===== src/hw/ddc_macros.svh =====
`ifndef DDC_MACROS_SVH
`define DDC_MACROS_SVH

// Microprocessor bus geometry
`define BUS_ADDR_WIDTH 12
`define BUS_DATA_WIDTH 32
`define BUS_BYTES 4

// Peer spaces, matched with casez
`define DDC_SPACE 12'h10?
`define CIC_SPACE 12'h11?

// Register map
`define ADDR_CENTER_FREQ 12'h100
`define ADDR_CONTROL 12'h104
`define ADDR_GAIN 12'h108
`define ADDR_CIC_RATE 12'h110

// Base right shift of the gain stage
`define GAIN_SHIFT 45

`endif


===== src/hw/ddcPkg.sv =====
`include "ddc_macros.svh"

package ddcPkg;

    typedef logic signed [17:0] sample_t;
    typedef logic signed [47:0] wideSample_t;
    typedef logic [31:0] freq_t;
    typedef logic [`BUS_ADDR_WIDTH-1:0] busAddr_t;
    typedef logic [`BUS_DATA_WIDTH-1:0] busData_t;

    typedef struct packed {
        logic [4:0] exponent;
        logic [15:0] mantissa;
    } gain_t;

    typedef struct packed {
        sample_t i;
        sample_t q;
    } iq_t;

    typedef struct packed {
        wideSample_t i;
        wideSample_t q;
    } wideIq_t;

    typedef struct packed {
        busAddr_t addr;
        busData_t data;
        logic [`BUS_BYTES-1:0] byteWr;
    } busWrite_t;

    localparam sample_t sampleMax = 18'sh1ffff;
    localparam sample_t sampleMin = 18'sh20000;

    // 131071 * cos and sin of 2*pi*k/16
    localparam sample_t loCosTable [16] = '{
        18'sd131071, 18'sd121094, 18'sd92681, 18'sd50159,
        18'sd0, -18'sd50159, -18'sd92681, -18'sd121094,
        -18'sd131071, -18'sd121094, -18'sd92681, -18'sd50159,
        18'sd0, 18'sd50159, 18'sd92681, 18'sd121094
    };
    localparam sample_t loSinTable [16] = '{
        18'sd0, 18'sd50159, 18'sd92681, 18'sd121094,
        18'sd131071, 18'sd121094, 18'sd92681, 18'sd50159,
        18'sd0, -18'sd50159, -18'sd92681, -18'sd121094,
        -18'sd131071, -18'sd121094, -18'sd92681, -18'sd50159
    };

    // Clamp to one 18-bit rail
    function automatic sample_t saturate(input logic signed [63:0] x);
        if (x > sampleMax) begin
            return sampleMax;
        end
        if (x < sampleMin) begin
            return sampleMin;
        end
        return sample_t'(x);
    endfunction

    function automatic busData_t mergeBytes(input busData_t old, input busData_t data,
                                            input logic [`BUS_BYTES-1:0] byteWr);
        busData_t merged;
        merged = old;
        for (int b = 0; b < `BUS_BYTES; b++) begin
            if (byteWr[b]) begin
                merged[8*b +: 8] = data[8*b +: 8];
            end
        end
        return merged;
    endfunction

endpackage


===== src/hw/ddcRegs.sv =====
`timescale 1ns/1ps
`include "ddc_macros.svh"

module ddcRegs (
    input  logic              clk,
    input  logic              reset,
    input  ddcPkg::busWrite_t bus,
    input  logic              cs,
    output ddcPkg::busData_t  rdata,
    output ddcPkg::freq_t     centerFreq,
    output logic              bypassCic,
    output ddcPkg::gain_t     gain
);

    logic wrEn;
    ddcPkg::busData_t controlWord;
    ddcPkg::busData_t gainWord;
    ddcPkg::busData_t freqMerged;
    ddcPkg::busData_t controlMerged;
    ddcPkg::busData_t gainMerged;

    assign wrEn = cs && (bus.byteWr != '0);

    // Unused bits read back as zero
    assign controlWord = {31'b0, bypassCic};
    assign gainWord = {11'b0, gain};

    assign freqMerged = ddcPkg::mergeBytes(centerFreq, bus.data, bus.byteWr);
    assign controlMerged = ddcPkg::mergeBytes(controlWord, bus.data, bus.byteWr);
    assign gainMerged = ddcPkg::mergeBytes(gainWord, bus.data, bus.byteWr);

    always_ff @(posedge clk) begin
        if (reset) begin
            centerFreq <= '0;
            bypassCic <= 1'b0;
            gain <= '0;
        end else if (wrEn) begin
            case (bus.addr)
                `ADDR_CENTER_FREQ: centerFreq <= freqMerged;
                `ADDR_CONTROL: bypassCic <= controlMerged[0];
                `ADDR_GAIN: gain <= gainMerged[$bits(ddcPkg::gain_t)-1:0];
                default: ;
            endcase
        end
    end

    always_comb begin
        case (bus.addr)
            `ADDR_CENTER_FREQ: rdata = centerFreq;
            `ADDR_CONTROL: rdata = controlWord;
            `ADDR_GAIN: rdata = gainWord;
            default: rdata = '0;
        endcase
    end

endmodule


===== config.mk =====
export PLATFORM = sky130hd
export DESIGN_NAME = ddcRegs
export DESIGN_NICKNAME = d
export VERILOG_FILES = /design/src/hw/ddcPkg.sv /design/src/hw/ddcRegs.sv
export VERILOG_INCLUDE_DIRS = /design/src /design/src/hw
export SDC_FILE = /design/constraint.sdc
export NUM_CORES = 1
export LEC_CHECK = 0
export ABC_AREA = 1
export BUFFER_PORTS_ARGS = -buffer_cell sky130_fd_sc_hd__clkbuf_2
export CAP_MARGIN = 15
export CORE_MARGIN = 2
export CORE_UTILIZATION = 46
export DETAILED_ROUTE_END_ITERATION = 12
export GPL_TIMING_DRIVEN = 0
export PLACE_DENSITY = 0.8
export RECOVER_POWER = 50
export SKIP_CTS_REPAIR_TIMING = 1
export SLEW_MARGIN = 20
export SYNTH_ARGS = -nofsm -noshare
export SYNTH_HDL_FRONTEND = slang
export SYNTH_SLANG_ARGS = --single-unit

===== constraint.sdc =====
create_clock -name clk -period 1.7 [get_ports clk]
set_input_delay 0.255 -clock clk [delete_from_list [all_inputs] [get_ports clk]]
set_output_delay 0.255 -clock clk [all_outputs]
set_load 0.01 [all_outputs]

---- Word level (Yosys, flattened, before mapping) ----
Cells that the tools add are included.
word-level totals
  register bits ........................... 54
  latch bits .............................. 0
  RAM bits ................................ 0
  bits in read-only memories .............. 0
  input port bits ......................... 51
  logic and storage cells ................. 22
  memories kept ........................... 0
operators by class
  add/sub/neg operators ................... 0
  $mul .................................... 0
  div/mod/pow operators ................... 0
  $lt $le $gt $ge ......................... 0
  eq/ne operators ......................... 3
  shifts and indexed selects .............. 0
  mux-type cells .......................... 1
  bitwise logic cells ..................... 0
  reduce and logical (&&, ||, !) cells .... 10
operator list
  kind                 number
  $pmux 32 s3          1
  $eq 12x9->1 const B  3
  $reduce_and 3->1     8
  $reduce_bool 4->1    1
  $logic_and 1x1->1    1

---- Logic depth before layout (Yosys ltp) ----
  depth after elaboration ................. 3
  mapped depth ............................ 9
  gate-level depth less buffers ........... 8

---- Worst setup path after synthesis ----
OpenSTA, ideal clock, no wires.
  path type ............................... input-to-output
  start ................................... input port bus[45] (netlist name)
  end ..................................... output port rdata[10]
  arrival time ............................ 1.138 ns
  setup slack ............................. 0.307 ns
  stages .................................. 8
  path through ............................ inv_1 nand2_1 nor2_2 nand2_2 nor2_4 buf_2 nand2_1 nand2_1
on the way
  cells in the longest elaborated chain, start to end .. 2
  elaborated cells on any way between the ends .. 4
  those cells by class .................... eq/ne: 3; mux: 1
RTL lines
  item                line           source
  start: declaration  ddcRegs.sv:7   input ddcPkg::busWrite_t bus,
  $eq 12x9->1         ddcRegs.sv:48  case (bus.addr)
  $pmux 32 s3 *       ddcRegs.sv:48
  end: declaration    ddcRegs.sv:9   output ddcPkg::busData_t rdata,
Mark *: on every way between the ends. The rest lies on a longest branch, timed or not.

---- Worst setup path in the final report ----
  start ................................... input port bus[36] (netlist name)
  end ..................................... output port rdata[15]
Same word-level chain as after synthesis.

==> metrics.txt <==
status completed; Cell Count, Final, Fillers Out 693; I/O Pins 137; Row Count 28; Pins Over Slew Limit 0; Crit path arrival time 1.40 ns; Final setup viols 0; Reg clk slew, reported paths 0.10 ns; critical path fanouts, max 8; clock skew 0 ns; Power Total 2210 uW; total number of vias 3366; Buffers on Ports 136; Synth Area per Inst 5.97 um^2; most used cell along the critical path nand2_1; clock sink count 54; worst hold-check path type primary input to register; Startpoint Class primary input; DRC Markers 0; CTS buffer count 5; Avg Vias per Cell 4.86; max incr delay on CP 0.19 ns; Post-DRT Antenna Nets 0; drt pass-1 iters 5; Gate Count Post-Synth 464; RSZ-0062 raised after global routing true; commonest non-fill, non-tap cell in the layout nand2_1; initial antenna violation count 0; Final TNS setup 0 ns; Final Hold Fails 0; TritonCTS clock tree done; Synthesized Nets 515; Worst-Skew Late Latency 0.30 ns; dpl hpwl 6.39 mm; Worst Max-Slew Pin Slew 0.595 ns; Layout area overhead 35.1%; Fillers 606; P_leak 0.00191 uW; Initial Util 47.1%; die height 81.6 um; Setup WS post-layout 0.0417 ns; Crit. End Element output port; minimum clock period 1.66 ns; Syn. warnings 0; dpl ws -0.137 ns; critical path data required time 1.44 ns; Placed Instances 675; clock root buffer master clkbuf_8; Pwr Density 589 nW/um^2; Yosys cell types 16; number of diodes 0; buffers from clock root to sink, at most 2; Crit Path Class primary input to output port; total track usage 24.7%; Critical Path, Cell by Cell clkbuf_2 > inv_2 > nand2_1 > nor2_4 > inv_2 > nor2_4 > buf_12 > buf_6 > nand2_1 > nand2_1 > clkbuf_2; DRT iter0 DRCs 207; fin crit share 97.5%; Critical-path top delay cell nor2_4; Placeable Area 5890 um^2; H-tree depth 2; die width 81.6 um; first-pass GRT wire length 12.7 mm; maximum VDD drop 405 uV; layout cells sized above 1 22.7%; most frequent cells in the layout 126 x nand2_1, 115 x nor2_1, 75 x clkbuf_2; DIE AREA 6660 um^2; largest net degree at the start of global routing 17; worst rel slew slack 60.2%; DR WL/cell 12.6 um; post-synthesis cell area 2770 um^2; nets 668; Routed WL 8.72 mm; total grt overflow 0; fmax 0.603 GHz; vias in the first global route 2816; max_cap viols 0; register area share after synthesis 39.0%; register bit total from synthesis 54; Final Wtd Congestion 0.835
-- cell type report --
class                      instances  area [um^2]  area share (%)
tap                               75         93.8            2.51
sequential                        54         1080            28.9
clock buffer                       6         72.6            1.94
buffer                            17          111            2.97
clock inverter                     2         13.8           0.368
inverter                          69          259            6.92
multi-input combinational        323         1380            37.0
timing repair buffer             147          729            19.5
-- registers in the layout, indices dropped and copies added (netlist names) --
signal      flops
centerFreq     32
gain           21
bypassCic       1
-- final timing paths --
path / start / to / slack (ns) / depth (start not counted)
min reg2reg: gain[17] / gain[17] / 0.50 / 2
max reg2reg: centerFreq[25] / centerFreq[25] / 1.02 / 4
max: bus[36] / rdata[15] / 0.04 / 11
min: reset / centerFreq[18] / 0.23 / 4
-- stage by stage --
stage          utilization (%)  hold slack [ns]  cell area, um^2
2_1_floorplan                -            0.433             2770
3_3_place_gp              60.2            0.489             3550
4_1_cts                   61.7            0.225             3630
3_5_place_dp              60.2            0.492             3550
6_report                  63.6            0.232             3740
5_1_grt                   63.6            0.251             3740
-- layer usage --
metal  vias to the layer above  track usage (%)  part of all wire, %
li1                       1681                -                    -
met4                         0             7.17                  2.0
met5                         -                0                    0
met2                       148             44.3                   48
met3                        18             4.40                  7.1
met1                      1519             30.1                   42
-- worst max-delay path: cells and delay by family --
kind	cells	cell delay (ns)
simple gates	5	0.54
buf+inv	6	0.60
-- power by group --
group	internal (uW)	switching, uW	total (uW)
registers	1260	0.0970	1260
logic	80.3	129	210
clock network	292	440	732
total	1640	569	2210
-- cells by family after synthesis --
family	after synthesis	share of synthesized area (%)
flops	54	39.0
compound gates	1	0.180
simple gates	322	48.2
buf+inv	87	12.6
-- synthesized netlist by cell type --
cell / n / share of area (%)
clkinv_1: 1 / 0.14
nor2_4: 3 / 1.2
nand4_1: 2 / 0.45
dfxtp_1: 54 / 39
nand3_2: 1 / 0.36
nand2_2: 1 / 0.23
nor2_1: 115 / 16
buf_4: 3 / 0.81
nand3_1: 59 / 11
buf_2: 9 / 1.6
inv_1: 59 / 8.0
a21oi_1: 1 / 0.18
buf_1: 6 / 0.81
nand2_1: 134 / 18
nor2_2: 7 / 1.6
inv_2: 9 / 1.2
(Power assumes the default switching activity.)
