===== src/hw/ddc_macros.svh =====
`ifndef DDC_MACROS_SVH
`define DDC_MACROS_SVH

// Microprocessor bus geometry
`define BUS_ADDR_WIDTH 12
`define BUS_DATA_WIDTH 32
`define BUS_BYTES 4

// Peer spaces, matched with casez
`define DDC_SPACE 12'h10?
`define CIC_SPACE 12'h11?

// Register map
`define ADDR_CENTER_FREQ 12'h100
`define ADDR_CONTROL 12'h104
`define ADDR_GAIN 12'h108
`define ADDR_CIC_RATE 12'h110

// Base right shift of the gain stage
`define GAIN_SHIFT 45

`endif


===== src/hw/ddcPkg.sv =====
`include "ddc_macros.svh"

package ddcPkg;

    typedef logic signed [17:0] sample_t;
    typedef logic signed [47:0] wideSample_t;
    typedef logic [31:0] freq_t;
    typedef logic [`BUS_ADDR_WIDTH-1:0] busAddr_t;
    typedef logic [`BUS_DATA_WIDTH-1:0] busData_t;

    typedef struct packed {
        logic [4:0] exponent;
        logic [15:0] mantissa;
    } gain_t;

    typedef struct packed {
        sample_t i;
        sample_t q;
    } iq_t;

    typedef struct packed {
        wideSample_t i;
        wideSample_t q;
    } wideIq_t;

    typedef struct packed {
        busAddr_t addr;
        busData_t data;
        logic [`BUS_BYTES-1:0] byteWr;
    } busWrite_t;

    localparam sample_t sampleMax = 18'sh1ffff;
    localparam sample_t sampleMin = 18'sh20000;

    // 131071 * cos and sin of 2*pi*k/16
    localparam sample_t loCosTable [16] = '{
        18'sd131071, 18'sd121094, 18'sd92681, 18'sd50159,
        18'sd0, -18'sd50159, -18'sd92681, -18'sd121094,
        -18'sd131071, -18'sd121094, -18'sd92681, -18'sd50159,
        18'sd0, 18'sd50159, 18'sd92681, 18'sd121094
    };
    localparam sample_t loSinTable [16] = '{
        18'sd0, 18'sd50159, 18'sd92681, 18'sd121094,
        18'sd131071, 18'sd121094, 18'sd92681, 18'sd50159,
        18'sd0, -18'sd50159, -18'sd92681, -18'sd121094,
        -18'sd131071, -18'sd121094, -18'sd92681, -18'sd50159
    };

    // Clamp to one 18-bit rail
    function automatic sample_t saturate(input logic signed [63:0] x);
        if (x > sampleMax) begin
            return sampleMax;
        end
        if (x < sampleMin) begin
            return sampleMin;
        end
        return sample_t'(x);
    endfunction

    function automatic busData_t mergeBytes(input busData_t old, input busData_t data,
                                            input logic [`BUS_BYTES-1:0] byteWr);
        busData_t merged;
        merged = old;
        for (int b = 0; b < `BUS_BYTES; b++) begin
            if (byteWr[b]) begin
                merged[8*b +: 8] = data[8*b +: 8];
            end
        end
        return merged;
    endfunction

endpackage


===== src/hw/complexMixer.sv =====
`timescale 1ns/1ps

module complexMixer (
    input  logic        clk,
    input  logic        reset,
    input  ddcPkg::iq_t a,
    input  ddcPkg::iq_t b,
    input  logic        strobeIn,
    output ddcPkg::iq_t p,
    output logic        strobeOut
);

    logic signed [35:0] prodII;
    logic signed [35:0] prodQQ;
    logic signed [35:0] prodIQ;
    logic signed [35:0] prodQI;
    logic signed [36:0] sumRe;
    logic signed [36:0] sumIm;
    logic stage1Strobe;

    // Stage one, raw products
    always_ff @(posedge clk) begin
        if (strobeIn) begin
            prodII <= a.i * b.i;
            prodQQ <= a.q * b.q;
            prodIQ <= a.i * b.q;
            prodQI <= a.q * b.i;
        end
    end

    assign sumRe = prodII - prodQQ;
    assign sumIm = prodIQ + prodQI;

    // Stage two, drop 17 fraction bits and clamp
    always_ff @(posedge clk) begin
        if (stage1Strobe) begin
            p.i <= ddcPkg::saturate(sumRe >>> 17);
            p.q <= ddcPkg::saturate(sumIm >>> 17);
        end
    end

    always_ff @(posedge clk) begin
        if (reset) begin
            stage1Strobe <= 1'b0;
            strobeOut <= 1'b0;
        end else begin
            stage1Strobe <= strobeIn;
            strobeOut <= stage1Strobe;
        end
    end

    strobeKnown: assert property (@(posedge clk) disable iff (reset) !$isunknown(strobeOut));

endmodule


===== config.mk =====
export PLATFORM = sky130hd
export DESIGN_NAME = complexMixer
export DESIGN_NICKNAME = d
export VERILOG_FILES = /design/src/hw/ddcPkg.sv /design/src/hw/complexMixer.sv
export VERILOG_INCLUDE_DIRS = /design/src /design/src/hw
export SDC_FILE = /design/constraint.sdc
export NUM_CORES = 2
export LEC_CHECK = 0
export BUFFER_PORTS_ARGS = -buffer_cell sky130_fd_sc_hd__buf_2
export CORE_ASPECT_RATIO = 0.5
export CORE_MARGIN = 4
export CORE_UTILIZATION = 33
export CTS_CLUSTER_DIAMETER = 100
export DETAILED_ROUTE_END_ITERATION = 10
export PLACE_DENSITY = 0.44
export SYNTH_ARGS = -nofsm -noshare
export SYNTH_HDL_FRONTEND = slang
export SYNTH_SLANG_ARGS = --single-unit
export TNS_END_PERCENT = 10

===== constraint.sdc =====
create_clock -name clk -period 8.94 [get_ports clk]
set_input_delay 0.447 -clock clk [delete_from_list [all_inputs] [get_ports clk]]
set_output_delay 0.447 -clock clk [all_outputs]
set_load 0.1 [all_outputs]

; ---- Word-level counts from Yosys, hierarchy flattened
; Index checks and enable logic that the tools add are counted.
; W data, S select, Z words.
[classes]
add_sub_neg = 2
multipliers = 4
order_cmp = 4
n_mux = 18
[op_table]
columns = op, n
row1 = $mul A18 B18 Y36, 4
row2 = $mux W18, 8
row3 = $gt A20 B18 Y1 const B, 2
row4 = $lt A20 B18 Y1 const B, 2
row5 = $add A36 B36 Y37, 1
row6 = $sub A36 B36 Y37, 1
row7 = $mux W1, 10
[word_totals]
register_bits = 182
wordCells = 36

; ---- Logic depth before layout (Yosys ltp)
[depth]
ltp_word = 8
ltp_mapped = 27
ltp_nobuf = 25

; ---- Least setup slack after synthesis
; Ideal clock, no wire load.
[synth_path]
kind = input to register
start = input a[17] (netlist bit)
end = register prodQQ[35], data pin
setup_time_ns = 0.260
t_arrival_ns = 6.435
required_time_ns = 8.680
slack_ns = 2.245
stages = 25
n_path_buf = 2
path_cell_list = clkbuf_1 -> clkbuf_1 -> nand2_1 -> fa_1 -> inv_1 -> fa_1 -> inv_1 -> fa_1 -> fa_1 -> inv_1 -> fa_1 -> inv_1 -> fa_1 -> inv_1 -> ha_1 -> o21a_1 -> o211a_1 -> a221oi_1 -> o31a_2 -> a211oi_2 -> o41ai_2 -> a21oi_1 -> a311oi_1 -> o21bai_1 -> xnor2_1
[synth_between]
elab_chain_cells = 1
[synth_lines]
columns = item, line_no
row1 = from (decl), complexMixer.sv:6  ; input ddcPkg::iq_t a,
row2 = $mul A18 B18 Y36, complexMixer.sv:25  ; prodQQ <= a.q * b.q;
row3 = to (signal assigned), complexMixer.sv:25
row4 = to (decl), complexMixer.sv:14  ; logic signed [35:0] prodQQ;
; Every way passes these cells.
; A chain may end at the register's enable or synchronous reset.

; ---- Worst setup path in the final report
[layout_path]
start = input a[12] (netlist bit)
end = register prodQQ[32], data pin
; Same word-level chain as after synthesis.

==> flow_summary.ini <==
[sta]
rsz0062_at_grt = false
worst_pin_slew_ps = 1343
timing_hold_violations_final = 0
skew_ps = 25.57
slew_headroom = 0.09849
fin_tns_setup_ps = 0
min_period_over_period = 0.8201
max_freq_mhz = 136.4
period_needed_ps = 7332
slew_viol_final = 0
finalSetupViolations = 0

[yosys]
synthDistinctLibCells = 74
synthFlopType = edfxtp_1
synth_seq_cells = 182
yosysSeqAreaShare = 0.09574
synthCells = 5989
syn-num-nets = 7822
ys_warn_count = 0
syn_area_per_cell_um2 = 9.497
synth_area_mm2 = 0.05688
synthArstFlopShare = 0
synth-edff-count = 180

[drt]
drt_iter0_drc = 2801
wl_per_cell_um = 19.87
drc = 0
ant_nets = 0
avgViaCountPerCell = 4.751
vias = 39090
routed_wl_mm = 163.5
firstDrtPassIters = 7

[die]
fp.dieH_um = 301.6
row_count = 107
die_w_um = 595.1
core_area_mm2 = 0.1708
start_util = 0.3329
pin_count = 112
die_area_mm2 = 0.1795

[critical_path]
crit_arrival_ps = 7650
crit_type = input port to flop
critPathTopFamily = adder cells
cp-end-kind = flop
crit_chain = buf_2, nand2_1, fa_1, inv_1, fa_1, ha_1, inv_1, fa_1, inv_1, fa_1, inv_1, fa_1, inv_1, ha_1, nand2_1, nor2_1, a211oi_1, o21ai_0, a41oi_1, o21ai_0, o2111ai_1, a21boi_0, o21ai_0, a21oi_1
r2r-start = prodII[2]$_DFFE_PP_
cp_num_buf_inv = 6
cp-start-kind = input port
cp_max_fo = 36
critPathRequiredTime_ps = 9260
critical_path.max_stage_delay_ps = 900
critPathLaunch = a[12]
cp_slowest_cell = a41oi_1

[clock_network]
htree_levels = 4
cts_buffers = 17
clk_pin_slew_ps = 100
tritoncts = done
post-cts-setup-buffer-count = 0
clk_path_buf_depth = 2
clkSinkCount = 182
clk_latency_ps = 560
cts_root_buf = clkbuf_16

[placement]
gp_congestion = 0.8258
portBuffers = 111
hpwl_mm = 133.2
dpl_cell_area_mm2 = 0.05981

[hold_path]
holdCritPathClass = input port to flop
hold_path_startpoint = strobeIn

[finish]
finalNetCount = 7753
finish.instance_area_mm2 = 0.06046
final_cell_mix = inv_1, fa_1, nand2_1, and2_1, ha_1
area_growth_pct = 6.302
final_common_cell = inv_1
final_layout_size_suffix_gt1_frac = 0.04079

[global_route]
grt_pass1_wl_mm = 259.9
gr-usage-all-layers = 0.1906
grt_pass1_vias = 42290
antenna_found_initial = 20
gr-total-overflow = 0
grt_max_degree = 56

[job]
cap_violations = 0

[run_status]
outcome = finished, final reports clean
cell usage after synthesis, drive strengths merged (24+ instances only):
cell type,count,area share
inv,1498,0.099
edfxtp,180,0.095
fa,1316,0.46
nand3,31,0.0027
a21o,89,0.012
nor2,135,0.0089
and2,646,0.071
xor2,39,0.0060
o21ai,79,0.0070
ha,442,0.097
nand2b,36,0.0040
o21a,26,0.0034
nand2,660,0.044
a21oi,141,0.012
clkbuf,262,0.017
xnor2,137,0.021
nor3,24,0.0023
final timing paths:
kind                                              to  slack, ps  cells past startpoint
worst max-delay path            prodQQ[32]$_DFFE_PP_       1610                     24
worst min-delay path             prodQQ[7]$_DFFE_PP_        400                      1
worst max register to register   p[32]$_SDFFCE_PN1P_       4230                     12
worst min register to register   p[17]$_SDFFCE_PN0P_        790                      3
per-layer routing:
metal | track usage | up-vias | routed length [um]
met3 | 0.03793 | 99 | 11150
met2 | 0.2721 | 999 | 67560
met4 | 0.03154 | 6 | 2088
met5 | 0 | - | 41
li1 | - | 17590 | -
met1 | 0.2984 | 20400 | 82640
worst register-to-register path, cell delays in order (launching register included):
cell	delay, ps
edfxtp_1	370
ha_1	320
a21o_1	160
a31oi_1	190
o21ai_1	150
and3_1	250
o21ai_1	1040
a21oi_1	460
nor3_2	540
o21ai_0	320
o41ai_4	100
buf_4	330
o32ai_1	200
through the flow:
step                  util  setup WS (ps)  std cells  hold slack, ps
global route        0.3539           1147       8223           380.5
detailed placement  0.3501           1185       8189           617.1
finish              0.3539           1608       8227           401.4
floorplan                -           2245       5989           518.6
global placement    0.3501           1139       8189           622.6
CTS                 0.3539           1811       8222           353.1
repair_timing:
item                      4_1_cts  5_1_grt
resized for setup               0        0
hold buffers                    1        0
hold endpoints to repair        2        0
final cells by class:
cell class	instances	area, um^2
fill	17550	110400
multi-input combinational	4036	44760
inverter	1498	5623
sequential	182	5446
tap	2289	2864
timing repair buffer	185	1120
clock buffer	17	425.4
clock inverter	15	206.4
antenna	5	12.51
flip-flops by register name, summed over array words and instances (netlist names):
register and count:
strobeOut 1, p 36, prodQI 36, prodIQ 36, stage1Strobe 1, prodII 36, prodQQ 36
logic make-up (layout without fill, tap and decap cells):
| group | after synthesis | after routing | synth area share |
|---|---|---|---|
| buffers and inverters | 1771 | 1715 | 0.1174 |
| DFF | 182 | 182 | 0.09574 |
| and+or+nand+nor | 1606 | 1606 | 0.1410 |
| muxes | 2 | 2 | 0.0003520 |
| adders and majority gates | 1758 | 1758 | 0.5604 |
| xor gates and xnor gates | 176 | 176 | 0.02710 |
| AOI/OAI and AO/OA | 494 | 494 | 0.05805 |
| other | 0 | 5 | 0 |
Power is not shown: default switching activity piles up to over one toggle a cycle in this logic, so the estimate is an artifact.
