File: src/hw/ddc_macros.svh
`ifndef DDC_MACROS_SVH
`define DDC_MACROS_SVH

// Microprocessor bus geometry
`define BUS_ADDR_WIDTH 12
`define BUS_DATA_WIDTH 32
`define BUS_BYTES 4

// Peer spaces, matched with casez
`define DDC_SPACE 12'h10?
`define CIC_SPACE 12'h11?

// Register map
`define ADDR_CENTER_FREQ 12'h100
`define ADDR_CONTROL 12'h104
`define ADDR_GAIN 12'h108
`define ADDR_CIC_RATE 12'h110

// Base right shift of the gain stage
`define GAIN_SHIFT 45

`endif

File: src/hw/ddcPkg.sv
`include "ddc_macros.svh"

package ddcPkg;

    typedef logic signed [17:0] sample_t;
    typedef logic signed [47:0] wideSample_t;
    typedef logic [31:0] freq_t;
    typedef logic [`BUS_ADDR_WIDTH-1:0] busAddr_t;
    typedef logic [`BUS_DATA_WIDTH-1:0] busData_t;

    typedef struct packed {
        logic [4:0] exponent;
        logic [15:0] mantissa;
    } gain_t;

    typedef struct packed {
        sample_t i;
        sample_t q;
    } iq_t;

    typedef struct packed {
        wideSample_t i;
        wideSample_t q;
    } wideIq_t;

    typedef struct packed {
        busAddr_t addr;
        busData_t data;
        logic [`BUS_BYTES-1:0] byteWr;
    } busWrite_t;

    localparam sample_t sampleMax = 18'sh1ffff;
    localparam sample_t sampleMin = 18'sh20000;

    // 131071 * cos and sin of 2*pi*k/16
    localparam sample_t loCosTable [16] = '{
        18'sd131071, 18'sd121094, 18'sd92681, 18'sd50159,
        18'sd0, -18'sd50159, -18'sd92681, -18'sd121094,
        -18'sd131071, -18'sd121094, -18'sd92681, -18'sd50159,
        18'sd0, 18'sd50159, 18'sd92681, 18'sd121094
    };
    localparam sample_t loSinTable [16] = '{
        18'sd0, 18'sd50159, 18'sd92681, 18'sd121094,
        18'sd131071, 18'sd121094, 18'sd92681, 18'sd50159,
        18'sd0, -18'sd50159, -18'sd92681, -18'sd121094,
        -18'sd131071, -18'sd121094, -18'sd92681, -18'sd50159
    };

    // Clamp to one 18-bit rail
    function automatic sample_t saturate(input logic signed [63:0] x);
        if (x > sampleMax) begin
            return sampleMax;
        end
        if (x < sampleMin) begin
            return sampleMin;
        end
        return sample_t'(x);
    endfunction

    function automatic busData_t mergeBytes(input busData_t old, input busData_t data,
                                            input logic [`BUS_BYTES-1:0] byteWr);
        busData_t merged;
        merged = old;
        for (int b = 0; b < `BUS_BYTES; b++) begin
            if (byteWr[b]) begin
                merged[8*b +: 8] = data[8*b +: 8];
            end
        end
        return merged;
    endfunction

endpackage

File: src/hw/cicDecimator.sv
`timescale 1ns/1ps
`include "ddc_macros.svh"

module cicDecimator (
    input  logic              clk,
    input  logic              reset,
    input  ddcPkg::busWrite_t bus,
    input  logic              cs,
    output ddcPkg::busData_t  rdata,
    input  ddcPkg::iq_t       in,
    input  logic              strobeIn,
    output ddcPkg::wideIq_t   out,
    output logic              strobeOut
);

    localparam int cicOrder = 3;

    logic [4:0] rate;
    logic [4:0] count;
    logic lastInput;
    logic decimate;
    ddcPkg::busData_t rateWord;
    ddcPkg::busData_t rateMerged;
    ddcPkg::wideSample_t railIn [2];
    ddcPkg::wideSample_t integ [2][cicOrder];
    ddcPkg::wideSample_t integNext [2][cicOrder];
    ddcPkg::wideSample_t combDelay [2][cicOrder];
    ddcPkg::wideSample_t combNext [2][cicOrder];

    assign rateWord = {27'b0, rate};
    assign rateMerged = ddcPkg::mergeBytes(rateWord, bus.data, bus.byteWr);
    assign rdata = (bus.addr == `ADDR_CIC_RATE) ? rateWord : '0;

    always_ff @(posedge clk) begin
        if (reset) begin
            rate <= '0;
        end else if (cs && (bus.byteWr != '0) && (bus.addr == `ADDR_CIC_RATE)) begin
            rate <= rateMerged[4:0];
        end
    end

    // Rail 0 is i, rail 1 is q
    assign railIn[0] = in.i;
    assign railIn[1] = in.q;

    // Also catches a count left high by a rate change
    assign lastInput = (count + 5'd1) >= rate;

    always_comb begin
        for (int r = 0; r < 2; r++) begin
            integNext[r][0] = integ[r][0] + railIn[r];
            combNext[r][0] = integ[r][cicOrder-1] - combDelay[r][0];
            for (int s = 1; s < cicOrder; s++) begin
                integNext[r][s] = integ[r][s] + integNext[r][s-1];
                combNext[r][s] = combNext[r][s-1] - combDelay[r][s];
            end
        end
    end

    always_ff @(posedge clk) begin
        if (reset) begin
            count <= '0;
            decimate <= 1'b0;
            strobeOut <= 1'b0;
            integ <= '{default: '0};
            combDelay <= '{default: '0};
        end else begin
            if (strobeIn) begin
                count <= lastInput ? 5'd0 : count + 5'd1;
                integ <= integNext;
            end
            decimate <= strobeIn && lastInput;
            strobeOut <= decimate;
            if (decimate) begin
                for (int r = 0; r < 2; r++) begin
                    combDelay[r][0] <= integ[r][cicOrder-1];
                    for (int s = 1; s < cicOrder; s++) begin
                        combDelay[r][s] <= combNext[r][s-1];
                    end
                end
            end
        end
    end

    always_ff @(posedge clk) begin
        if (decimate) begin
            out.i <= combNext[0][cicOrder-1];
            out.q <= combNext[1][cicOrder-1];
        end
    end

    rateLegal: assert property (@(posedge clk) disable iff (reset)
        strobeIn |-> (rate >= 5'd2 && rate <= 5'd16));

endmodule

File: config.mk
export PLATFORM = sky130hd
export DESIGN_NAME = cicDecimator
export DESIGN_NICKNAME = d
export VERILOG_FILES = /design/src/hw/ddcPkg.sv /design/src/hw/cicDecimator.sv
export VERILOG_INCLUDE_DIRS = /design/src /design/src/hw
export SDC_FILE = /design/constraint.sdc
export NUM_CORES = 2
export LEC_CHECK = 0
export ABC_AREA = 1
export ABC_CLOCK_PERIOD_IN_PS = 10530
export BUFFER_PORTS_ARGS = -buffer_cell sky130_fd_sc_hd__clkbuf_2
export CAP_MARGIN = 10
export CORE_MARGIN = 2
export CORE_UTILIZATION = 40
export DETAILED_ROUTE_END_ITERATION = 6
export GPL_TIMING_DRIVEN = 0
export SLEW_MARGIN = 40
export SYNTH_ARGS = -nofsm -noshare
export SYNTH_HDL_FRONTEND = slang
export SYNTH_SLANG_ARGS = --single-unit
File: constraint.sdc
create_clock -name clk -period 10.53 [get_ports clk]
set_clock_uncertainty 0.05 [all_clocks]
set_input_delay 0 -clock clk [delete_from_list [all_inputs] [get_ports clk]]
set_output_delay 0 -clock clk [all_outputs]
set_load 0.03 [all_outputs]
# --- Yosys cells after proc, flatten, opt, wreduce, memory -nomap -nowiden ---
# Index checks and enable logic that the tools add are counted.
op_classes:
  addsub: 13
  magnitude_cmp: 1
  n_eq_ne: 1
  n_mux: 2
  reduce_logical: 5
op_table:
  columns: ["op", "n"]
  rows:
  - ["$sub 48x48->48", 6]
  - ["$add 48x48->48", 4]
  - ["$add 48x18->48", 2]
  - ["$eq 12x9->1 const B", 1]
  - ["$mux 5", 2]
  - ["$add 5x1->5 const B", 1]
  - ["$ge 5x5->1", 1]
  - ["$reduce_bool 4->1", 1]
  - ["$logic_and 1x1->1", 3]
  - ["$reduce_and 2->1", 1]
word_totals:
  ff_bits: 684
  out_inout_bits: 129

# --- Logic depth before layout (Yosys ltp) ---
depth:
  ltp_word: 4
  mapped_depth: 42
  depth_no_buf: 42

# --- Least setup slack after synthesis ---
# No wires, ideal clock.
synth_path:
  kind: "register to register"
  from: "register integ[96] (netlist name)"
  to: "register integ[41] (netlist name)"
  setup_ns: 0.115
  arrival_time_ns: 4.992
  setup_slack_ns: 5.373
  path_stages_with_launch: 34
  path_buffers: 0
  cell_sequence: "dfxtp_1 -> ha_1 -> inv_1 -> fa_1 -> inv_1 -> nand3_1 -> nand2_1 -> nand2_1 -> a31oi_2 -> a21boi_2 -> o21ai_1 -> a21oi_1 -> xnor2_1 -> ha_1 -> nand2_1 -> nor2_1 -> nand2_1 -> o21ai_0 -> a21oi_2 -> nor2_1 -> nor2_2 -> o21ai_1 -> or2_1 -> nand2_1 -> ha_1 -> nand2_1 -> nor2_1 -> inv_1 -> nor2_1 -> nand2_1 -> o311ai_0 -> xor2_1 -> o21ai_0 -> inv_1"
synth_rtl:
  columns: ["item", "line_no", "source"]
  rows:
  - ["from (decl)", "cicDecimator.sv:25", "ddcPkg::wideSample_t integ [2][cicOrder];"]
  - ["from (signal assigned)", "cicDecimator.sv:70", "integ <= integNext;"]

==> run summary <==
status = finished clean
P&R area growth vs syn = 11.4%
area of the placeable core = 154000 um2
min Tclk post-route = 7.43 ns
most frequent cell on the critical path = sky130_fd_sc_hd__nand2_1
number of global-route vias before repair = 59604
Worst path top cell family by delay = simple AND/OR/NAND/NOR gates
count of flip-flops with a built-in enable after synthesis = 96
Slew @ Worst Pin = 0.871 ns
Die Ht = 396 um
critical path's slowest cell = sky130_fd_sc_hd__dfxtp_1
Highest Clock Rate = 135 MHz
pin count of the biggest net entering global routing = 49
CTS Root Cell = sky130_fd_sc_hd__clkbuf_16
cts bufs inserted = 88
number of DRC markers after the initial detailed-route iteration = 4280
clock tree from TritonCTS = built
row cnt = 144
final clock period utilization by the worst path = 70.6%
yosys warns = 0
starting utilization of the core area = 40.1%
vias after detailed routing = 62354
global placer's final weighted congestion = 0.999
post-DP HPWL = 178 mm
average cell area after synthesis = 6.46 um2
DRC = 0
kind of path behind the tightest hold check = primary input to flop
post-synth top area share = 19.1%
H-Tree Level Count = 3
multi-input logic area = 39800 um2
register bit count reported by yosys = 684
Final Hold Viols = 0
Critical Path Source = integ[145]
Worst Path Class, Setup = flop to flop
number of pins exceeding their max-slew limit in the final report = 0
Routed wire per std cell = 17.8 um
final total negative setup slack = 0 ns
longest individual stage delay on the worst path = 0.69 ns
cell types occupying the most area after synthesis = sky130_fd_sc_hd__dfxtp_1 19%, sky130_fd_sc_hd__ha_1 12%, sky130_fd_sc_hd__inv_1 10%
maximum fanout along the worst path = 4
Die Footprint = 157000 um2
GR Overflow Total = 0
Die Width = 396 um
most numerous cell in the Yosys netlist = sky130_fd_sc_hd__inv_1
crit end category = flop
number of nets in the layout = 10537
Relative slew margins = 42.0%
area taken by flip-flops and latches = 14700 um2
initial antenna violation count = 2
sequential element share of the synthesized area = 23.8%
layout cell share with drive strength beyond 1 = 6.00%
launching point of the worst reg2reg path = integ[145]
primary flip-flop cell chosen by synthesis mapping = sky130_fd_sc_hd__dfxtp_1
most used standard cells in the synthesized netlist = 1664 x sky130_fd_sc_hd__inv_1, 1401 x sky130_fd_sc_hd__nand2_1, 1329 x sky130_fd_sc_hd__nor2_1, 991 x sky130_fd_sc_hd__a21oi_1, 896 x sky130_fd_sc_hd__o21ai_0
max capacitance violation total = 0
IO Count = 217
critical path startpoint category = flop
worst path required time = 10.91 ns
synthesized instance count = 9537
CP arrival = 7.82 ns
setup repair after global routing missed its margin = no
fraction of registers with async set or reset after synthesis = 0%
FILL cells = 16537
post-synthesis cell type with the largest combined area = sky130_fd_sc_hd__dfxtp_1
worst-skew pair later-pin latency = 0.70 ns
number of distinct library cell variants in the gate-level netlist after synthesis = 65
number of I/O port buffers = 157
buffers plus inverters on the worst setup path = 3
wire length of the first global-routing pass = 328 mm
post-detailed-routing wire length = 213 mm
via density per instance = 5.21
clock-pin slew on the worst setup and hold paths = 0.06 ns
antenna diode count = 0
number of nets with antenna violations after detailed routing = 0
count of TritonRoute iterations in the first routing pass = 6
number of gates resized after cts = 0
Max Root-Sink Buffers = 3
Final Setup Violations = 0
Synth Cell Area = 61600 um2
Min-Delay Startpoint = in[31]
Sinks on Clock Net = 684
GRT Overall Usage = 26.3%
cells in the final DEF (no fill, tap or decap), drive strengths merged, types with 43 or more instances in the layout:
master       Yosys  final
a31oi          171    171
xnor2          135    135
nand2         1436   1436
buf             66     73
o21ai         1000   1000
o211ai          43     43
nand4           62     62
nor2          1357   1357
dlygate4sd3      0     48
xor2           360    360
dfxtp          588    588
a21o            63     63
a21oi         1030   1030
ha             573    573
clkbuf         156    430
o21a            47     47
nor4            59     59
inv           1675   1679
nor3            70     70
o21bai          58     58
edfxtp          96     96
nand3          334    334
layout make-up:
cell class	instances	area share [%]
Clock inverter	42	0.700
Timing Repair Buffer	211	1.95
Clock buffer	118	3.62
Inverter	1677	9.17
Buffer	222	1.48
Multi-Input combinational cell	6980	58.0
Tap cell	2044	3.73
Sequential cell	684	21.4
per-layer routing:
metal,GRT usage (%),vias up,share of wire [%],routed length (um)
met3,2.61,393,4.5,9600
met4,10.4,2,4.2,8980
met5,0,-,0.0075,16
met2,44.0,1476,45,96400
li1,-,31925,-,-
met1,34.6,28558,46,97800
worst register-to-register path: cells and delay by family, from the launching register on:
family / cells / cell delay [ns]
AOI/OAI and AO/OA: 8 / 1.78
xor gates and xnor gates: 2 / 0.82
adders and majority gates: 3 / 1.32
buffers and inverters: 3 / 0.53
DFF: 1 / 0.69
and+or+nand+nor: 16 / 2.00
per-stage QoR:
step	hold slack [ns]	area [um2]	setup slack [ns]	cells	util, %
after detailed placement	0.240	65200	3.15	11770	42.5
final	0.0585	68600	3.10	11978	44.7
after CTS	0.0102	68600	3.16	11978	44.7
after global placement	0.238	65100	3.10	11764	42.4
after floorplan	0.143	61700	5.37	9563	-
after global routing	0.0629	68600	2.58	11978	44.7
kinds of logic after synthesis:
family,Yosys count,synth area share (%)
adders and majority gates,585,12.0
AOI/OAI and AO/OA,2506,22.8
xor gates and xnor gates,495,7.04
other,1,0.00609
DFF,684,23.8
and+or+nand+nor,3367,22.6
buffers and inverters,1899,11.8
path summary, 6_finish.rpt:
kind	depth (start not counted)	slack (ns)	end
setup / recovery	32	3.10	out[95]
hold / removal	6	0.06	integ[253]
setup reg to reg	32	3.10	out[95]
hold reg to reg	2	0.41	combDelay[275]
state kept, by name, indices dropped and copies added (netlist names):
signal / flops
combDelay: 288
out: 96
strobeOut: 1
decimate: 1
rate: 5
count: 5
integ: 288
what timing repair did:
| action | CTS | global route |
|---|---|---|
| endpoints found under the hold margin | 37 | 0 |
| setup buffers | 0 | 0 |
| hold buffers | 48 | 0 |
Power is left out: the tool's default activity adds up to more than one toggle a clock period on the data nets, which glitch-free logic cannot reach.
