<file path="src/hw/ddc_macros.svh">
`ifndef DDC_MACROS_SVH
`define DDC_MACROS_SVH

// Microprocessor bus geometry
`define BUS_ADDR_WIDTH 12
`define BUS_DATA_WIDTH 32
`define BUS_BYTES 4

// Peer spaces, matched with casez
`define DDC_SPACE 12'h10?
`define CIC_SPACE 12'h11?

// Register map
`define ADDR_CENTER_FREQ 12'h100
`define ADDR_CONTROL 12'h104
`define ADDR_GAIN 12'h108
`define ADDR_CIC_RATE 12'h110

// Base right shift of the gain stage
`define GAIN_SHIFT 45

`endif

</file>
<file path="src/hw/ddcPkg.sv">
`include "ddc_macros.svh"

package ddcPkg;

    typedef logic signed [17:0] sample_t;
    typedef logic signed [47:0] wideSample_t;
    typedef logic [31:0] freq_t;
    typedef logic [`BUS_ADDR_WIDTH-1:0] busAddr_t;
    typedef logic [`BUS_DATA_WIDTH-1:0] busData_t;

    typedef struct packed {
        logic [4:0] exponent;
        logic [15:0] mantissa;
    } gain_t;

    typedef struct packed {
        sample_t i;
        sample_t q;
    } iq_t;

    typedef struct packed {
        wideSample_t i;
        wideSample_t q;
    } wideIq_t;

    typedef struct packed {
        busAddr_t addr;
        busData_t data;
        logic [`BUS_BYTES-1:0] byteWr;
    } busWrite_t;

    localparam sample_t sampleMax = 18'sh1ffff;
    localparam sample_t sampleMin = 18'sh20000;

    // 131071 * cos and sin of 2*pi*k/16
    localparam sample_t loCosTable [16] = '{
        18'sd131071, 18'sd121094, 18'sd92681, 18'sd50159,
        18'sd0, -18'sd50159, -18'sd92681, -18'sd121094,
        -18'sd131071, -18'sd121094, -18'sd92681, -18'sd50159,
        18'sd0, 18'sd50159, 18'sd92681, 18'sd121094
    };
    localparam sample_t loSinTable [16] = '{
        18'sd0, 18'sd50159, 18'sd92681, 18'sd121094,
        18'sd131071, 18'sd121094, 18'sd92681, 18'sd50159,
        18'sd0, -18'sd50159, -18'sd92681, -18'sd121094,
        -18'sd131071, -18'sd121094, -18'sd92681, -18'sd50159
    };

    // Clamp to one 18-bit rail
    function automatic sample_t saturate(input logic signed [63:0] x);
        if (x > sampleMax) begin
            return sampleMax;
        end
        if (x < sampleMin) begin
            return sampleMin;
        end
        return sample_t'(x);
    endfunction

    function automatic busData_t mergeBytes(input busData_t old, input busData_t data,
                                            input logic [`BUS_BYTES-1:0] byteWr);
        busData_t merged;
        merged = old;
        for (int b = 0; b < `BUS_BYTES; b++) begin
            if (byteWr[b]) begin
                merged[8*b +: 8] = data[8*b +: 8];
            end
        end
        return merged;
    endfunction

endpackage

</file>
<file path="src/hw/loGenerator.sv">
`timescale 1ns/1ps

module loGenerator (
    input  logic          clk,
    input  logic          reset,
    input  ddcPkg::freq_t freqOffset,
    input  logic          offsetEn,
    input  ddcPkg::freq_t centerFreq,
    input  logic          syncIn,
    input  ddcPkg::iq_t   sampleIn,
    output ddcPkg::iq_t   lo,
    output ddcPkg::iq_t   sampleOut,
    output logic          strobe
);

    ddcPkg::freq_t offsetHold;
    ddcPkg::freq_t increment;
    ddcPkg::freq_t phase;
    logic [3:0] tableIndex;

    // Coarse 16-point lookup from the top phase bits
    assign tableIndex = phase[31:28];

    always_ff @(posedge clk) begin
        if (reset) begin
            offsetHold <= '0;
            increment <= '0;
            phase <= '0;
            strobe <= 1'b0;
        end else begin
            if (offsetEn) begin
                offsetHold <= freqOffset;
            end
            increment <= offsetHold - centerFreq;
            // Phase moves after the lookup, so the first sample sees phase 0
            if (syncIn) begin
                phase <= phase + increment;
            end
            strobe <= syncIn;
        end
    end

    always_ff @(posedge clk) begin
        if (syncIn) begin
            lo.i <= ddcPkg::loCosTable[tableIndex];
            lo.q <= ddcPkg::loSinTable[tableIndex];
            sampleOut <= sampleIn;
        end
    end

endmodule

</file>
<file path="config.mk">
export PLATFORM = sky130hd
export DESIGN_NAME = loGenerator
export DESIGN_NICKNAME = d
export VERILOG_FILES = /design/src/hw/ddcPkg.sv /design/src/hw/loGenerator.sv
export VERILOG_INCLUDE_DIRS = /design/src /design/src/hw
export SDC_FILE = /design/constraint.sdc
export NUM_CORES = 1
export LEC_CHECK = 0
export ABC_AREA = 1
export BUFFER_PORTS_ARGS = -buffer_cell sky130_fd_sc_hd__buf_2
export CORE_MARGIN = 5
export CORE_UTILIZATION = 51
export CTS_CLUSTER_SIZE = 30
export DETAILED_ROUTE_END_ITERATION = 12
export PLACE_DENSITY = 0.8
export SLEW_MARGIN = 40
export SYNTH_ARGS = -nofsm -noshare
export SYNTH_HDL_FRONTEND = slang
export SYNTH_SLANG_ARGS = --single-unit
</file>
<file path="constraint.sdc">
create_clock -name clk -period 2.4 [get_ports clk]
set_input_delay 0 -clock clk [delete_from_list [all_inputs] [get_ports clk]]
set_output_delay 0 -clock clk [all_outputs]
set_load 0.02 [all_outputs]
</file>
# Yosys cells after proc, flatten, opt, wreduce, memory -nomap -nowiden
# Memory sizes are Yosys's and may differ from the RTL's. A register that Yosys moved wholly into a read port is not among the register bits.
# Index checks and enable logic that the tools add are counted.
# totals
register_bits	133
romBits	576
out_inout_bits	73
elab_cells	11
n_memories	2
# op_classes
addsub	2
n_bitwise	1
# memory_table
memory	words	word_bits	rd	rd_ports_with_merged_regs	wr	line	source
(no name shown)	16	18	1	1	0	loGenerator.sv:46	lo.q <= ddcPkg::loSinTable[tableIndex];
(no name shown)	16	18	1	1	0	loGenerator.sv:45	lo.i <= ddcPkg::loCosTable[tableIndex];
# ops
cell	count
$add 32x32->32	1
$sub 32x32->32	1
$not 4->5	1

# Longest topological paths before layout
# Gate-level depths: netlist of the first run.
# depth
depth_word	1
ltp_mapped	14
mapped_depth_nobuf	14

# Least setup slack after synthesis of the first run
# No wires, ideal clock.
# synth_path
kind	flip-flop to flip-flop
from	register offsetHold[0]
to	register increment[28]
setup_ns	0.115
t_arrival_ns	1.700
required_ns	2.285
setup_slack_ns	0.585
stages_incl_launch_ff	12
n_path_buf	0
period_less_slack_ns	1.815
cell_sequence	dfxtp_1 > inv_1 > ha_1 > fa_1 > o21ai_2 > nand2_1 > nand2_2 > nand2_2 > nand2_2 > nand2_2 > a21oi_1 > nor2_1
# synth_via
elab_chain_len	1
# synth_rtl
element	line	source
from (decl)	loGenerator.sv:16	ddcPkg::freq_t offsetHold;
from (signal assigned)	loGenerator.sv:32	offsetHold <= freqOffset;
$sub 32x32->32	loGenerator.sv:34	increment <= offsetHold - centerFreq;
to (signal assigned)	loGenerator.sv:34	
to (decl)	loGenerator.sv:17	ddcPkg::freq_t increment;
# No other way between the ends.
# A chain may end at the register's enable or synchronous reset.

# Final worst setup path of the first run
# layout_path
from	register offsetHold[0]
to	register increment[30]
# Same word-level chain as after synthesis.

==> results of run 1 <==
==> layer usage <==
layer,GRT usage,up-vias,wire length [µm]
met4,0.0887,0,764
met3,0.0399,62,1780
met5,0,-,0
li1,-,4992,-
met2,0.413,378,12200
met1,0.298,4260,11600
==> logic make-up after synthesis <==
logic type / count (synthesis) / share of synthesized area
compound gates: 213 / 0.114
xor+xnor: 18 / 0.0161
fa+ha+maj: 70 / 0.0908
buf+inv: 279 / 0.113
flops: 155 / 0.375
simple gates: 703 / 0.291
==> cell type report <==
class                      count  area [µm²]
fill                        1613        6610
multi-input combinational   1004        5020
sequential                   155        3680
timing repair buffer         256        1700
inverter                     238         893
clock buffer                  19         464
tap                          260         325
clock inverter                13         131
==> through the flow <==
step                       util  area (µm²)  hold slack, ps
final                     0.649       12200            44.7
after global routing      0.649       12200            73.9
after CTS                 0.649       12200            19.1
after detailed placement  0.577       10900             178
after global placement    0.577       10900             176
after floorplan               -        9810            98.9
==> power by group <==
part           switching [µW]  internal, µW
registers                 152          3030
logic                    1400           805
clock network            1150          1550
==> final timing paths <==
path                                startpoint       endpoint  slack [ps]  depth (start not counted)
worst max-delay path             offsetHold[0]  increment[30]         360                         11
worst min-delay path            centerFreq[31]  increment[31]          40                          4
worst max register to register   offsetHold[0]  increment[30]         360                         11
worst min register to register       phase[10]      phase[10]         490                          2
==> cell usage in the layout, fill, tap and decap left out, types with 18 or more instances in the layout <==
cell           netlist  layout
nand3_1             50      50
inv_1              237     237
clkbuf_16            0      18
dfxtp_1             97      97
nor2_1             226     226
nand2_1            373     373
ha_1                68      68
o21ai_0            100     100
a21oi_1             88      88
nand2_2             18      18
buf_2                4     175
edfxtp_1            58      58
dlygate4sd3_1        0      75
==> worst max-delay path, delay by kind of cell (launching register included) <==
kind / cells / cell delay (ps)
AO/OA/AOI/OAI: 2 / 420
adder cells (fa/ha/maj): 2 / 630
buffers and inverters: 1 / 50
flip-flops: 1 / 310
AND/OR/NAND/NOR: 6 / 500
==> sequential cells by signal, summed over array words and instances, names as in the netlist <==
| name | flops |
|---|---|
| increment | 32 |
| lo | 22 |
| offsetHold | 32 |
| phase | 32 |
| sampleOut | 36 |
| strobe | 1 |
==> summary.txt, run 1 <==
Clock network
  – Root Buffer: clkbuf_16
  – Clk Latency, worst-skew pair: 420 ps
  – TritonCTS buffer count: 17
  – CTS Hold Bufs: 75
  – Max H-tree Level: 4
  – Deepest clock path buffer count: 2
  – Reg clk slew, reported paths: 60 ps
  – Resized cells post-CTS: 0
  – Post-CTS Repair Setup Buffers: 0
  – CTS tree: yes
  – CTS sink count: 155

Yosys
  – Most common cell in the netlist: nand2_1
  – Avg Inst Size Synth: 6.82 µm²
  – Post-Syn Area: 9810 µm²
  – Top_reg_cell synth: dfxtp_1
  – Post-synth ARST share: 0
  – Synth cell types: 37
  – Synth cell count leaders: nand2_1 (373), inv_1 (237), nor2_1 (226)
  – Yosys reg bits: 155
  – Number of synthesized flops with an enable pin: 58
  – Area leader, netlist: dfxtp_1
  – Largest cells by area after synthesis: dfxtp_1 (20%), edfxtp_1 (18%), nand2_1 (14%), inv_1 (9.1%), ha_1 (8.7%)
  – Sequential fraction of the synthesis area: 0.375
  – Syn nets: 1612
  – Post-synth top area share: 0.198
  – Synth Instances: 1438
  – Synth warn: 0

Setup path
  – Startpoint types: register
  – Worst-path maximum fanout: 5
  – CP required: 2710 ps
  – Critical Path Sink Type: register
  – Most frequent CP cell: nand2_2
  – Setup Crit Path Kind: register to register
  – Slowest CP cell: fa_1
  – Crit-path cells: inv_1 -> ha_1 -> fa_1 -> o21ai_2 -> nand2_1 -> nand2_2 -> nand2_2 -> nand2_2 -> nand2_2 -> a21oi_1 -> nor2_1
  – Data arrival time of the worst path: 2350 ps
  – Largest stage delay on the critical path: 430 ps

STA
  – Final TNS setup: 0 ps
  – Fin. max-slew vios: 0
  – Setup-failing EPs final: 0
  – Final Cycle Share: 0.851
  – Slew margin rel.: 0.561
  – Clk_skew: 10.2 ps
  – Final WS setup: 358 ps
  – Final hold violation count: 0
  – Tmin final: 2040 ps
  – Fmax: 490 MHz
  – RSZ-0062 raised after global routing: no
  – Worst Max-Slew Pin Slew: 658 ps

Die
  – Chip Width: 149 µm
  – I/O pin cnt: 177
  – Vert. Die Dim: 149 µm
  – Die Area: 22100 µm²
  – Initial core utilization: 0.521
  – Placement Rows: 50
  – Core area: 18800 µm²

Drt
  – Residual DRC: 0
  – Detail Route Antenna Nets: 0
  – Routed len/inst: 13.6 µm
  – Final wirelength: 26.4 mm
  – Vias/cell: 4.98
  – Initial DRC count: 651
  – Drt pass-1 iters: 8
  – Via count: 9692

Final layout
  – Antenna Cells: 0
  – Fin cells: 1945
  – P&R area growth vs syn: 24.5%
  – Share of layout cells above drive strength 1: 0.147
  – # nets final: 1846

Global route
  – Congestion Overflow GR: 0
  – Initial antenna violation count: 0
  – First-pass GRT wire length: 43.2 mm
  – Largest net degree at the start of global routing: 81
  – Vias in the first global route: 9223
  – Overall Global Routing Usage: 0.238

Pwr
  – Pwr dens: 661 nW/µm²
  – Tot Pwr: 8080 µW
  – Leak Pwr: 0.00647 µW
  – VDD IR-drop max: 0.539 mV

Hold path
  – Hold Path Class: primary input to register

Place
  – DP Cell Count: 1838
  – Dpl ws: 394 ps
  – # port buffers: 176
  – HPWL after DPL: 19.4 mm
  – Global placement routability congestion: 0.995

Outcome
  – Status: complete, no violations

Run
  – Max-Cap Viols: 0
No activity file was read; power rests on OpenSTA's default activity.
==> inputs of run 2 (changes only) <==
- CORE_ASPECT_RATIO: not set -> 1.4
==> run 2 against run 1 <==
Die area up 0.18%; combinational power barely moved; largest cell class unchanged; non-clock buffer count rose by 4; maximum frequency up 0.72%; highest routed layer unchanged; clock-buffer cell count is 1 lower; setup slack improved by 15 ps; clock power is 7% lower; clock skew grew 1.8 ps; critical path depth unchanged; sequential share of layout area grew 0.15 points; flip-flop and latch count unchanged.
==> summary.txt, run 2 (synthesis gave the netlist of run 1 again) <==
Outcome
  – Status: complete, no violations

Global route
  – Largest net degree at the start of global routing: 67
  – Vias in the first global route: 9648
  – Initial antenna violation count: 0
  – First-pass GRT wire length: 43.8 mm
  – Overall Global Routing Usage: 0.243
  – Congestion Overflow GR: 0

Die
  – Initial core utilization: 0.515
  – Chip Width: 127 µm
  – Core area: 19100 µm²
  – Placement Rows: 60
  – I/O pin cnt: 177
  – Die Area: 22200 µm²
  – Vert. Die Dim: 174 µm

Setup path
  – Most frequent CP cell: nand2_2
  – Setup Crit Path Kind: register to register
  – Crit-path cells: inv_1 -> ha_1 -> fa_1 -> o21ai_2 -> nand2_1 -> nand2_2 -> nand2_2 -> nand2_2 -> nand2_2 -> a21oi_1 -> nor2_1
  – Startpoint types: register
  – Worst r2r path cells: 11
  – Slowest CP cell: fa_1
  – CP bufs+invs: 1
  – Data arrival time of the worst path: 2340 ps
  – Critical Path Sink Type: register
  – Worst-path maximum fanout: 5
  – CP delay by family, top: adder cells
  – Largest stage delay on the critical path: 440 ps
  – CP required: 2710 ps
  – Worst reg2reg setup slack: 370 ps
  – Critical path depth: 11

STA
  – Worst Max-Slew Pin Slew: 666 ps
  – Clk_skew: 12.0 ps
  – Fmax: 493 MHz
  – Tmin final: 2030 ps
  – Final TNS setup: 0 ps
  – Final Cycle Share: 0.845
  – Setup-failing EPs final: 0
  – Fin. max-slew vios: 0
  – Final hold violation count: 0
  – Slew margin rel.: 0.556
  – RSZ-0062 raised after global routing: no

Clock network
  – Post-CTS Repair Setup Buffers: 0
  – TritonCTS buffer count: 17
  – Root Buffer: clkbuf_16
  – Clk Latency, worst-skew pair: 420 ps
  – Max H-tree Level: 4
  – CTS sink count: 155
  – CTS Hold Bufs: 75
  – CTS tree: yes
  – Reg clk slew, reported paths: 70 ps
  – Resized cells post-CTS: 0
  – Deepest clock path buffer count: 2

Final layout
  – P&R area growth vs syn: 23.9%
  – Most common cell after layout, fill and taps aside: nand2_1
  – # nets final: 1850
  – Number of flip-flops in the largest register: 36
  – Reg with most FFs: sampleOut
  – Most frequent cells in the layout: nand2_1 (373), inv_1 (237), nor2_1 (226)
  – Fin area: 12200 µm²
  – Antenna Cells: 0
  – Share of layout cells above drive strength 1: 0.149

Place
  – HPWL after DPL: 20.3 mm
  – # port buffers: 176
  – Global placement routability congestion: 0.901
  – Area after DPL: 10900 µm²

Drt
  – Final wirelength: 26.9 mm
  – Vias/cell: 5.03
  – Residual DRC: 0
  – Drt pass-1 iters: 5
  – Detail Route Antenna Nets: 0
  – Routed len/inst: 13.9 µm
  – Initial DRC count: 551
  – Via count: 9738

Hold path
  – Hold Path Class: primary input to register
  – Hold Path Depth: 4

Pwr
  – VDD IR-drop max: 0.412 mV
  – Leak Pwr: 0.00646 µW
  – Pwr dens: 649 nW/µm²

Run
  – Max-Cap Viols: 0
## run 2: per-stage QoR
step,hold slack [ps],setup WS [ps],utilization,total power [µW],std cells
2_1_floorplan,98.9,585,-,4730,1438
3_3_place_gp,176,429,0.570,5280,1830
3_5_place_dp,178,391,0.570,5330,1830
4_1_cts,33.1,373,0.638,7950,1937
5_1_grt,73.8,191,0.638,8360,1937
6_report,50.9,373,0.638,7890,1937
## run 2: final cells by class
type                            count  area (µm²)
Clock buffer                       18         439
Clock inverter                     14         108
Fill cell                        1675        6910
Inverter                          238         893
Multi-Input combinational cell   1004        5020
Sequential cell                   155        3680
Tap cell                          248         310
Timing Repair Buffer              260        1700
## run 2: power by group
part	switching [µW]	internal, µW	total, µW
combinational	1420	807	2230
sequential	136	3030	3160
clock	1130	1370	2500
## run 2: routing by layer
metal  vias to the layer above  global-route usage  routed length (µm)
met5                         -                   0                   0
met4                         0               0.121                1170
met3                        79              0.0341                1440
met2                       337               0.462               13800
met1                      4324               0.257               10400
li1                       4998                   -                   -
## run 2: worst min-delay path, stage by stage
cell and delay (ps):
buf_2 90, xor2_1 120, a21oi_1 130, nor2_1 80
## run 2: worst paths after layout
| kind | endpoint | from |
|---|---|---|
| min | increment[31] | centerFreq[31] |
| max reg2reg | increment[28] | offsetHold[0] |
| max | increment[28] | offsetHold[0] |
| min reg2reg | offsetHold[0] | offsetHold[0] |
